File: src/verilog/cvx_defines.svh
// ==================================================
// CVX core shared parameters
// Register file size, register index width and the
// width of the retirement counters
// ==================================================

`ifndef CVX_DEFINES_SVH
`define CVX_DEFINES_SVH

// Architectural registers x0..x7
`define CVX_NUM_REGS 8

// Bits needed to address one register
`define CVX_REG_W 3

// Retired and illegal instruction counters
`define CVX_CNT_W 16

`endif

File: src/verilog/cvx_pkg.sv
// ==================================================
// CVX core package
// Word and register index types, major opcodes,
// fetch states and the retirement trace record
// ==================================================

`default_nettype none

`include "cvx_defines.svh"

package cvx_pkg;

    typedef logic [31:0] word_t;
    typedef logic [`CVX_REG_W-1:0] reg_idx_t;

    // RV32I major opcodes handled by the core
    typedef enum logic [6:0] {
        OP     = 7'b0110011,
        OP_IMM = 7'b0010011,
        LUI    = 7'b0110111,
        SYSTEM = 7'b1110011
    } opcode_e;

    typedef enum logic [1:0] {
        IDLE,
        REQ,
        WAIT_RVALID,
        SLEEP
    } fetch_state_e;

    // One retired instruction
    typedef struct packed {
        logic     valid;
        word_t    pc;
        word_t    instr;
        logic     we;
        reg_idx_t rd;
        word_t    wdata;
        logic     illegal;
        logic     sleep;
    } trace_t;

endpackage

`default_nettype wire

File: src/verilog/cvx_fetch.sv
// ==================================================
// CVX instruction fetch
// Runs the req/gnt/rvalid instruction port, keeps
// the PC and hands each returned word to execute
// ==================================================

`timescale 1ns/1ps
`default_nettype none

module cvx_fetch (
    input  wire logic          clk_i,
    input  wire logic          reset_i,
    input  wire logic          fetch_enable_i,
    input  cvx_pkg::word_t     boot_addr_i,
    input  wire logic          halt_i,
    output logic               instr_req_o,
    input  wire logic          instr_gnt_i,
    input  wire logic          instr_rvalid_i,
    output cvx_pkg::word_t     instr_addr_o,
    input  cvx_pkg::word_t     instr_rdata_i,
    output logic               fetch_valid_o,
    output cvx_pkg::word_t     fetch_pc_o,
    output cvx_pkg::word_t     fetch_instr_o,
    output logic               sleep_o
);

    cvx_pkg::fetch_state_e state_q, state_d;
    cvx_pkg::word_t        pc_q, pc_d;

    always_comb begin
        state_d = state_q;
        pc_d    = pc_q;
        case (state_q)
            cvx_pkg::IDLE: begin
                if (fetch_enable_i) begin
                    state_d = cvx_pkg::REQ;
                end
            end
            cvx_pkg::REQ: begin
                if (instr_gnt_i) begin
                    state_d = cvx_pkg::WAIT_RVALID;
                end
            end
            cvx_pkg::WAIT_RVALID: begin
                // Word retires in this cycle, ECALL stops fetching for good
                if (instr_rvalid_i) begin
                    if (halt_i) begin
                        state_d = cvx_pkg::SLEEP;
                    end else begin
                        state_d = cvx_pkg::REQ;
                        pc_d    = pc_q + 32'd4;
                    end
                end
            end
            cvx_pkg::SLEEP: state_d = cvx_pkg::SLEEP;
            default:        state_d = cvx_pkg::IDLE;
        endcase
    end

    always_ff @(posedge clk_i) begin
        if (reset_i) begin
            state_q <= cvx_pkg::IDLE;
            pc_q    <= boot_addr_i;
        end else begin
            state_q <= state_d;
            pc_q    <= pc_d;
        end
    end

    assign instr_req_o   = (state_q == cvx_pkg::REQ);
    assign instr_addr_o  = pc_q;
    assign fetch_valid_o = (state_q == cvx_pkg::WAIT_RVALID) && instr_rvalid_i;
    assign fetch_pc_o    = pc_q;
    assign fetch_instr_o = instr_rdata_i;
    assign sleep_o       = (state_q == cvx_pkg::SLEEP);

    // A pending request keeps its address until granted
    a_addr_stable: assert property (@(posedge clk_i) disable iff (reset_i)
        (instr_req_o && !instr_gnt_i) |=> (instr_req_o && $stable(instr_addr_o)))
        else $error("instr_addr_o changed while request was pending");

    a_rvalid_outstanding: assert property (@(posedge clk_i) disable iff (reset_i)
        instr_rvalid_i |-> (state_q == cvx_pkg::WAIT_RVALID))
        else $error("instr_rvalid_i without an outstanding request");

endmodule

`default_nettype wire

File: src/verilog/cvx_execute.sv
// ==================================================
// CVX execute stage
// Decodes the RV32I subset, reads and writes the
// x0..x7 register file and builds the trace record
// ==================================================

`timescale 1ns/1ps
`default_nettype none

`include "cvx_defines.svh"

module cvx_execute (
    input  wire logic          clk_i,
    input  wire logic          reset_i,
    input  wire logic          fetch_valid_i,
    input  cvx_pkg::word_t     fetch_pc_i,
    input  cvx_pkg::word_t     fetch_instr_i,
    output logic               halt_o,
    output cvx_pkg::trace_t    trace_o
);

    cvx_pkg::word_t    rf_q [`CVX_NUM_REGS];
    cvx_pkg::opcode_e  opcode;
    logic [4:0]        rd_f, rs1_f, rs2_f;
    logic [2:0]        funct3;
    logic [6:0]        funct7;
    cvx_pkg::reg_idx_t rd_idx, rs1_idx, rs2_idx;
    cvx_pkg::word_t    rs1_val, rs2_val, imm_i, imm_u, result;
    logic              uses_rs1, uses_rs2, writes_rd;
    logic              is_ecall, illegal, rf_we;

    // Instruction fields
    assign opcode  = cvx_pkg::opcode_e'(fetch_instr_i[6:0]);
    assign rd_f    = fetch_instr_i[11:7];
    assign funct3  = fetch_instr_i[14:12];
    assign rs1_f   = fetch_instr_i[19:15];
    assign rs2_f   = fetch_instr_i[24:20];
    assign funct7  = fetch_instr_i[31:25];
    assign imm_i   = {{20{fetch_instr_i[31]}}, fetch_instr_i[31:20]};
    assign imm_u   = {fetch_instr_i[31:12], 12'b0};
    assign rd_idx  = rd_f[`CVX_REG_W-1:0];
    assign rs1_idx = rs1_f[`CVX_REG_W-1:0];
    assign rs2_idx = rs2_f[`CVX_REG_W-1:0];

    // x0 is hardwired to zero
    assign rs1_val = (rs1_idx == '0) ? '0 : rf_q[rs1_idx];
    assign rs2_val = (rs2_idx == '0) ? '0 : rf_q[rs2_idx];

    always_comb begin
        uses_rs1  = 1'b0;
        uses_rs2  = 1'b0;
        writes_rd = 1'b0;
        is_ecall  = 1'b0;
        illegal   = 1'b0;
        result    = '0;
        case (opcode)
            cvx_pkg::OP: begin
                uses_rs1  = 1'b1;
                uses_rs2  = 1'b1;
                writes_rd = 1'b1;
                case ({funct7, funct3})
                    {7'h00, 3'b000}: result = rs1_val + rs2_val;
                    {7'h20, 3'b000}: result = rs1_val - rs2_val;
                    {7'h00, 3'b111}: result = rs1_val & rs2_val;
                    {7'h00, 3'b110}: result = rs1_val | rs2_val;
                    {7'h00, 3'b100}: result = rs1_val ^ rs2_val;
                    default:         illegal = 1'b1;
                endcase
            end
            cvx_pkg::OP_IMM: begin
                uses_rs1  = 1'b1;
                writes_rd = 1'b1;
                // Only ADDI among the immediate ops
                if (funct3 == 3'b000) begin
                    result = rs1_val + imm_i;
                end else begin
                    illegal = 1'b1;
                end
            end
            cvx_pkg::LUI: begin
                writes_rd = 1'b1;
                result    = imm_u;
            end
            cvx_pkg::SYSTEM: begin
                if (fetch_instr_i[31:7] == '0) begin
                    is_ecall = 1'b1;
                end else begin
                    illegal = 1'b1;
                end
            end
            default: illegal = 1'b1;
        endcase
        // Registers above x7 do not exist
        if ((uses_rs1 && rs1_f >= 5'(`CVX_NUM_REGS)) ||
            (uses_rs2 && rs2_f >= 5'(`CVX_NUM_REGS)) ||
            (writes_rd && rd_f >= 5'(`CVX_NUM_REGS))) begin
            illegal = 1'b1;
        end
    end

    assign rf_we = fetch_valid_i && writes_rd && !illegal && (rd_idx != '0);

    always_ff @(posedge clk_i) begin
        if (!reset_i && rf_we) begin
            rf_q[rd_idx] <= result;
        end
    end

    assign halt_o = is_ecall;

    always_comb begin
        trace_o.valid   = fetch_valid_i;
        trace_o.pc      = fetch_pc_i;
        trace_o.instr   = fetch_instr_i;
        trace_o.we      = rf_we;
        trace_o.rd      = rd_idx;
        trace_o.wdata   = result;
        trace_o.illegal = illegal;
        trace_o.sleep   = is_ecall;
    end

endmodule

`default_nettype wire

File: src/verilog/cvx_core.sv
// ==================================================
// CVX core
// Fetch unit feeding the execute stage, with the
// ECALL halt path and the retirement trace
// ==================================================

`timescale 1ns/1ps
`default_nettype none

module cvx_core (
    input  wire logic          clk_i,
    input  wire logic          reset_i,
    input  wire logic          fetch_enable_i,
    input  cvx_pkg::word_t     boot_addr_i,
    output logic               instr_req_o,
    input  wire logic          instr_gnt_i,
    input  wire logic          instr_rvalid_i,
    output cvx_pkg::word_t     instr_addr_o,
    input  cvx_pkg::word_t     instr_rdata_i,
    output logic               core_sleep_o,
    output cvx_pkg::trace_t    trace_o
);

    logic           fetch_valid;
    cvx_pkg::word_t fetch_pc;
    cvx_pkg::word_t fetch_instr;
    logic           halt;

    cvx_fetch fetch_i (
        .clk_i          (clk_i),
        .reset_i        (reset_i),
        .fetch_enable_i (fetch_enable_i),
        .boot_addr_i    (boot_addr_i),
        .halt_i         (halt),
        .instr_req_o    (instr_req_o),
        .instr_gnt_i    (instr_gnt_i),
        .instr_rvalid_i (instr_rvalid_i),
        .instr_addr_o   (instr_addr_o),
        .instr_rdata_i  (instr_rdata_i),
        .fetch_valid_o  (fetch_valid),
        .fetch_pc_o     (fetch_pc),
        .fetch_instr_o  (fetch_instr),
        .sleep_o        (core_sleep_o)
    );

    // Retires in the rvalid cycle, halt goes straight back to fetch
    cvx_execute execute_i (
        .clk_i         (clk_i),
        .reset_i       (reset_i),
        .fetch_valid_i (fetch_valid),
        .fetch_pc_i    (fetch_pc),
        .fetch_instr_i (fetch_instr),
        .halt_o        (halt),
        .trace_o       (trace_o)
    );

endmodule

`default_nettype wire

File: src/verilog/cvx_trace_log.sv
// ==================================================
// CVX trace logger
// Registers the retirement record and keeps
// saturating retired and illegal counters
// ==================================================

`timescale 1ns/1ps
`default_nettype none

`include "cvx_defines.svh"

module cvx_trace_log (
    input  wire logic               clk_i,
    input  wire logic               reset_i,
    input  cvx_pkg::trace_t         trace_i,
    output cvx_pkg::trace_t         trace_o,
    output logic [`CVX_CNT_W-1:0]   retired_cnt_o,
    output logic [`CVX_CNT_W-1:0]   illegal_cnt_o
);

    logic                  valid_q;
    cvx_pkg::trace_t       record_q;
    logic [`CVX_CNT_W-1:0] retired_cnt_q;
    logic [`CVX_CNT_W-1:0] illegal_cnt_q;

    always_ff @(posedge clk_i) begin
        if (reset_i) begin
            valid_q       <= 1'b0;
            retired_cnt_q <= '0;
            illegal_cnt_q <= '0;
        end else begin
            valid_q <= trace_i.valid;
            // Counters stop at all ones
            if (trace_i.valid && (retired_cnt_q != '1)) begin
                retired_cnt_q <= retired_cnt_q + 1'b1;
            end
            if (trace_i.valid && trace_i.illegal && (illegal_cnt_q != '1)) begin
                illegal_cnt_q <= illegal_cnt_q + 1'b1;
            end
        end
    end

    // Payload holds the last retirement between valid cycles
    always_ff @(posedge clk_i) begin
        if (trace_i.valid) begin
            record_q <= trace_i;
        end
    end

    always_comb begin
        trace_o       = record_q;
        trace_o.valid = valid_q;
    end

    assign retired_cnt_o = retired_cnt_q;
    assign illegal_cnt_o = illegal_cnt_q;

    a_illegal_no_write: assert property (@(posedge clk_i) disable iff (reset_i)
        (trace_i.valid && trace_i.illegal) |-> !trace_i.we)
        else $error("illegal retirement wrote a register");

endmodule

`default_nettype wire

File: src/verilog/cvx_wrapper.sv
// ==================================================
// CVX top level
// Core plus trace logger, exporting the registered
// retirement trace and its counters
// ==================================================

`timescale 1ns/1ps
`default_nettype none

`include "cvx_defines.svh"

module cvx_wrapper (
    input  wire logic               clk_i,
    input  wire logic               reset_i,
    input  wire logic               fetch_enable_i,
    input  cvx_pkg::word_t          boot_addr_i,
    output logic                    instr_req_o,
    input  wire logic               instr_gnt_i,
    input  wire logic               instr_rvalid_i,
    output cvx_pkg::word_t          instr_addr_o,
    input  cvx_pkg::word_t          instr_rdata_i,
    output logic                    core_sleep_o,
    output cvx_pkg::trace_t         trace_o,
    output logic [`CVX_CNT_W-1:0]   retired_cnt_o,
    output logic [`CVX_CNT_W-1:0]   illegal_cnt_o
);

    cvx_pkg::trace_t core_trace;

    cvx_core core_i (
        .clk_i          (clk_i),
        .reset_i        (reset_i),
        .fetch_enable_i (fetch_enable_i),
        .boot_addr_i    (boot_addr_i),
        .instr_req_o    (instr_req_o),
        .instr_gnt_i    (instr_gnt_i),
        .instr_rvalid_i (instr_rvalid_i),
        .instr_addr_o   (instr_addr_o),
        .instr_rdata_i  (instr_rdata_i),
        .core_sleep_o   (core_sleep_o),
        .trace_o        (core_trace)
    );

    cvx_trace_log trace_log_i (
        .clk_i         (clk_i),
        .reset_i       (reset_i),
        .trace_i       (core_trace),
        .trace_o       (trace_o),
        .retired_cnt_o (retired_cnt_o),
        .illegal_cnt_o (illegal_cnt_o)
    );

endmodule

`default_nettype wire

File: config.mk
export PLATFORM = sky130hd
export DESIGN_NAME = cvx_wrapper
export DESIGN_NICKNAME = d
export VERILOG_FILES = /design/src/verilog/cvx_pkg.sv /design/src/verilog/cvx_fetch.sv /design/src/verilog/cvx_execute.sv /design/src/verilog/cvx_core.sv /design/src/verilog/cvx_trace_log.sv /design/src/verilog/cvx_wrapper.sv
export VERILOG_INCLUDE_DIRS = /design/src /design/src/verilog
export SDC_FILE = /design/constraint.sdc
export NUM_CORES = 1
export LEC_CHECK = 0
export ABC_CLOCK_PERIOD_IN_PS = 7500
export BUFFER_PORTS_ARGS = -buffer_cell sky130_fd_sc_hd__buf_2
export CAP_MARGIN = 20
export CORE_MARGIN = 1.5
export CORE_UTILIZATION = 44
export DETAILED_ROUTE_END_ITERATION = 10
export GPL_TIMING_DRIVEN = 0
export SETUP_SLACK_MARGIN = 0.4
export SYNTH_ARGS = -nofsm -noshare
export SYNTH_HDL_FRONTEND = slang
export SYNTH_SLANG_ARGS = --single-unit
File: constraint.sdc
create_clock -name clk_i -period 7.5 [get_ports clk_i]
set_input_delay 1.125 -clock clk_i [delete_from_list [all_inputs] [get_ports clk_i]]
set_output_delay 1.125 -clock clk_i [all_outputs]
set_load 0.02 [all_outputs]
==> results.py <==
metrics = {
    "global_route": {
        "grt_start_max_net_pins": 55,
        "grt-ovfl-total": 0,
        "grt_pass1_wl_um": 112000,
        "antenna_found_initial": 2,
        "gr-usage-all-layers": 0.287,
        "first_global_vias": 17200,
    },
    "yosys": {
        "synth.net_count": 2135,
        "yosys_warnings": 0,
        "syn_inst": 1934,
        "synth_seq_cells": 390,
        "async_flop_share": 0,
        "ys_seq_area_frac": 0.505,
        "synth_area_per_cell_um2": 11.6,
        "synth_area_mm2": 0.0225,
        "synthDistinctLibCells": 74,
        "synth_edf_count": 355,
        "ys.flop_type": "edfxtp_1",
    },
    "placement": {
        "gp_congestion": 0.944,
        "port_buffers": 236,
        "placed_area_mm2": 0.0249,
        "dpl.hpwl_um": 57100,
    },
    "clocking": {
        "cts_max_level": 2,
        "cts_buffers": 43,
        "clock_latency_ns": 0.59,
        "cts_tree": "built",
        "cts.path.max_buffers": 3,
        "cts_root_buf": "clkbuf_16",
        "path_clk_slew_ns": 0.06,
        "cts_sinks": 390,
    },
    "critical_path": {
        "critPathTopFamily": "simple AND/OR/NAND/NOR gates",
        "worstSetupStartpointType": "input pin",
        "critPathMaxFanout": 10,
        "endpoint_kind": "flop",
        "slowest_delay_ns": 0.63,
        "critPathKind": "input pin to flop",
        "critPathRequiredTime_ns": 7.82,
        "cpMaxStageDelayCell": "or4_1",
        "r2r-start": "core_i.execute_i.rf_q[3][4]",
        "r2r_slack_ns": 1.75,
        "critical_path_buf_inv_count": 7,
        "crit_start": "instr_rdata_i[20]",
        "cp.arrival_ns": 7.23,
    },
    "timing": {
        "grt_setup_unrepaired": "false",
        "skew_ns": 0.0219,
        "slew_headroom": 0.126,
        "worst_pin_slew_ns": 1.31,
        "period_needed_ns": 6.91,
        "finalSetupViolations": 0,
        "tns_ns": 0,
        "max_freq_mhz": 145,
        "drv_slew": 0,
        "hold_viol_final": 0,
        "hold-worst-slack_ns": 0.477,
        "period_share": 0.922,
    },
    "drt": {
        "first_iter_violations": 1549,
        "post_drt_wl_per_cell_um": 26.0,
        "drc": 0,
        "wirelength_um": 76700,
        "viasPerCell": 5.97,
        "vias": 17600,
        "ant_nets": 0,
        "firstDrtPassIters": 5,
    },
    "floorplanning": {
        "fp.dieArea_mm2": 0.0525,
        "row_count": 82,
        "fp.dieW_um": 229,
        "io_pins": 238,
        "initial_core_util": 0.447,
        "die_h_um": 229,
        "core_area_mm2": 0.0503,
    },
    "final_layout": {
        "fillers": 4517,
        "drive_gt1_frac": 0.221,
        "finalNetCount": 2448,
        "design_area_mm2": 0.0265,
        "ff_latch_area_mm2": 0.0114,
        "postLayoutCoreUtil": 0.528,
        "multi_input_area_mm2": 0.0106,
        "area_growth_pct": 18.0,
    },
    "pwr": {
        "max-vdd-ir-drop_mv": 0.160,
        "p_per_area_mw_per_mm2": 194,
        "power.total_mw": 5.14,
        "static-leakage-power_nw": 10.5,
    },
    "job": {
        "maxCapViolations": 0,
    },
    "min_path": {
        "hold_class": "flop to flop",
        "min_from": "core_i.fetch_i.fetch_pc_o[0]",
    },
    "run_status": {
        "status": "complete, no violations",
    },
}
repair_timing:
item / 4_1_cts / 5_1_grt
gates resized for setup: 27 / 34
buffers inserted: 1 / 5
setup endpoints to repair: 120 / 120
hold buffers: 0 / 0
pin swaps: 1 / 6
kinds of logic (layout without fill, tap and decap cells):
| logic type | Yosys count | after routing | synth area share |
|---|---|---|---|
| other | 0 | 1 | 0 |
| AO/OA/AOI/OAI | 488 | 488 | 0.143 |
| flip-flops | 390 | 390 | 0.505 |
| AND/OR/NAND/NOR | 445 | 445 | 0.0934 |
| adder cells (fa/ha/maj) | 132 | 132 | 0.0741 |
| multiplexers | 158 | 158 | 0.0978 |
| XOR/XNOR | 135 | 135 | 0.0526 |
| buffers and inverters | 186 | 532 | 0.0339 |
flip-flops by register name, summed over array words and instances (netlist names):
signal,flops
core_i.fetch_i.state_q,2
trace_log_i.retired_cnt_o,16
trace_log_i.trace_o,99
trace_log_i.valid_q,1
core_i.fetch_i.fetch_pc_o,32
core_i.execute_i.rf_q,224
trace_log_i.illegal_cnt_o,16
synthesized netlist by cell type, types with 28 or more instances:
master	count	area (µm²)
inv_1	81	304
nand3_1	28	140
mux2_2	55	619
a22oi_1	53	398
o21ai_0	134	671
ha_1	130	1630
xnor2_1	75	657
nor2_1	92	345
mux2i_1	57	571
xor2_1	60	526
o21a_1	32	240
mux4_2	43	968
edfxtp_1	355	10700
clkbuf_1	74	278
dfxtp_1	35	701
nand2_1	189	709
a21oi_1	98	490
a221oi_1	39	342
where the power goes:
| part | leakage, nW | switching, mW | internal (mW) | total, mW |
|---|---|---|---|---|
| sequential | 3.98 | 0.0276 | 2.38 | 2.41 |
| clock | 0.676 | 0.890 | 1.23 | 2.12 |
| combinational | 5.89 | 0.393 | 0.211 | 0.604 |
stage by stage:
| stage | worst slack (ns) | cells |
|---|---|---|
| final | 0.587 | 2953 |
| after detailed placement | -1.45 | 2864 |
| after CTS | 0.419 | 2943 |
| after global placement | -3.56 | 2842 |
| after floorplan | 0.942 | 1934 |
| after global routing | 0.384 | 2952 |
layout make-up:
type                       count  share of cell area
clock buffer                  49              0.0430
multi-input combinational   1358               0.398
sequential                   390               0.428
timing repair buffer         268              0.0590
antenna                        1           0.0000943
buffer                       102              0.0182
inverter                      84              0.0121
tap                          672              0.0317
clock inverter                29             0.00995
metal layers:
| layer | routed length [µm] | GRT usage | vias up |
|---|---|---|---|
| met4 | 2290 | 0.0917 | 0 |
| met2 | 36800 | 0.474 | 649 |
| met5 | 0 | 0 | - |
| li1 | - | - | 8022 |
| met3 | 4880 | 0.0388 | 132 |
| met1 | 32700 | 0.390 | 8812 |
worst register-to-register path: stages, from the launching register on:
cell	delay, ns
edfxtp_1	0.39
mux2_2	0.27
a221oi_1	0.28
a221oi_1	0.19
or4_1	0.68
or4_4	0.55
nor3_4	0.19
a21oi_1	0.12
xnor2_1	0.17
ha_1	0.42
nand4_1	0.17
nor3_1	0.27
o21a_1	0.20
a21oi_1	0.12
o21ai_2	0.21
a2111oi_2	0.12
o31a_1	0.38
o221ai_1	0.21
mux2i_1	0.29
o21ai_2	0.09
buf_4	0.18
worst paths after layout:
check / endpoint / depth (start not counted)
min: trace_log_i.trace_o[70] / 0
max: core_i.execute_i.rf_q[4][30] / 27
min reg2reg: trace_log_i.trace_o[70] / 0
max reg2reg: core_i.execute_i.rf_q[4][30] / 20
placed cells by master (no fill, tap or decap), drive strengths merged, types with 17 or more instances in the layout:
| master | netlist | routed |
|---|---|---|
| edfxtp | 355 | 355 |
| buf | 28 | 292 |
| nand2 | 189 | 189 |
| o21ai | 135 | 135 |
| ha | 130 | 130 |
| clkbuf | 74 | 126 |
| a21oi | 99 | 99 |
| nor2 | 92 | 92 |
| inv | 83 | 86 |
| xnor2 | 75 | 75 |
| xor2 | 60 | 60 |
| mux2 | 58 | 58 |
| mux2i | 57 | 57 |
| a22oi | 53 | 53 |
| mux4 | 43 | 43 |
| a221oi | 40 | 40 |
| dfxtp | 35 | 35 |
| o21a | 32 | 32 |
| nand3 | 28 | 28 |
| and3 | 22 | 22 |
| a21o | 22 | 22 |
| a222oi | 18 | 18 |
| clkinv | 1 | 17 |
(Power assumes the default switching activity.)
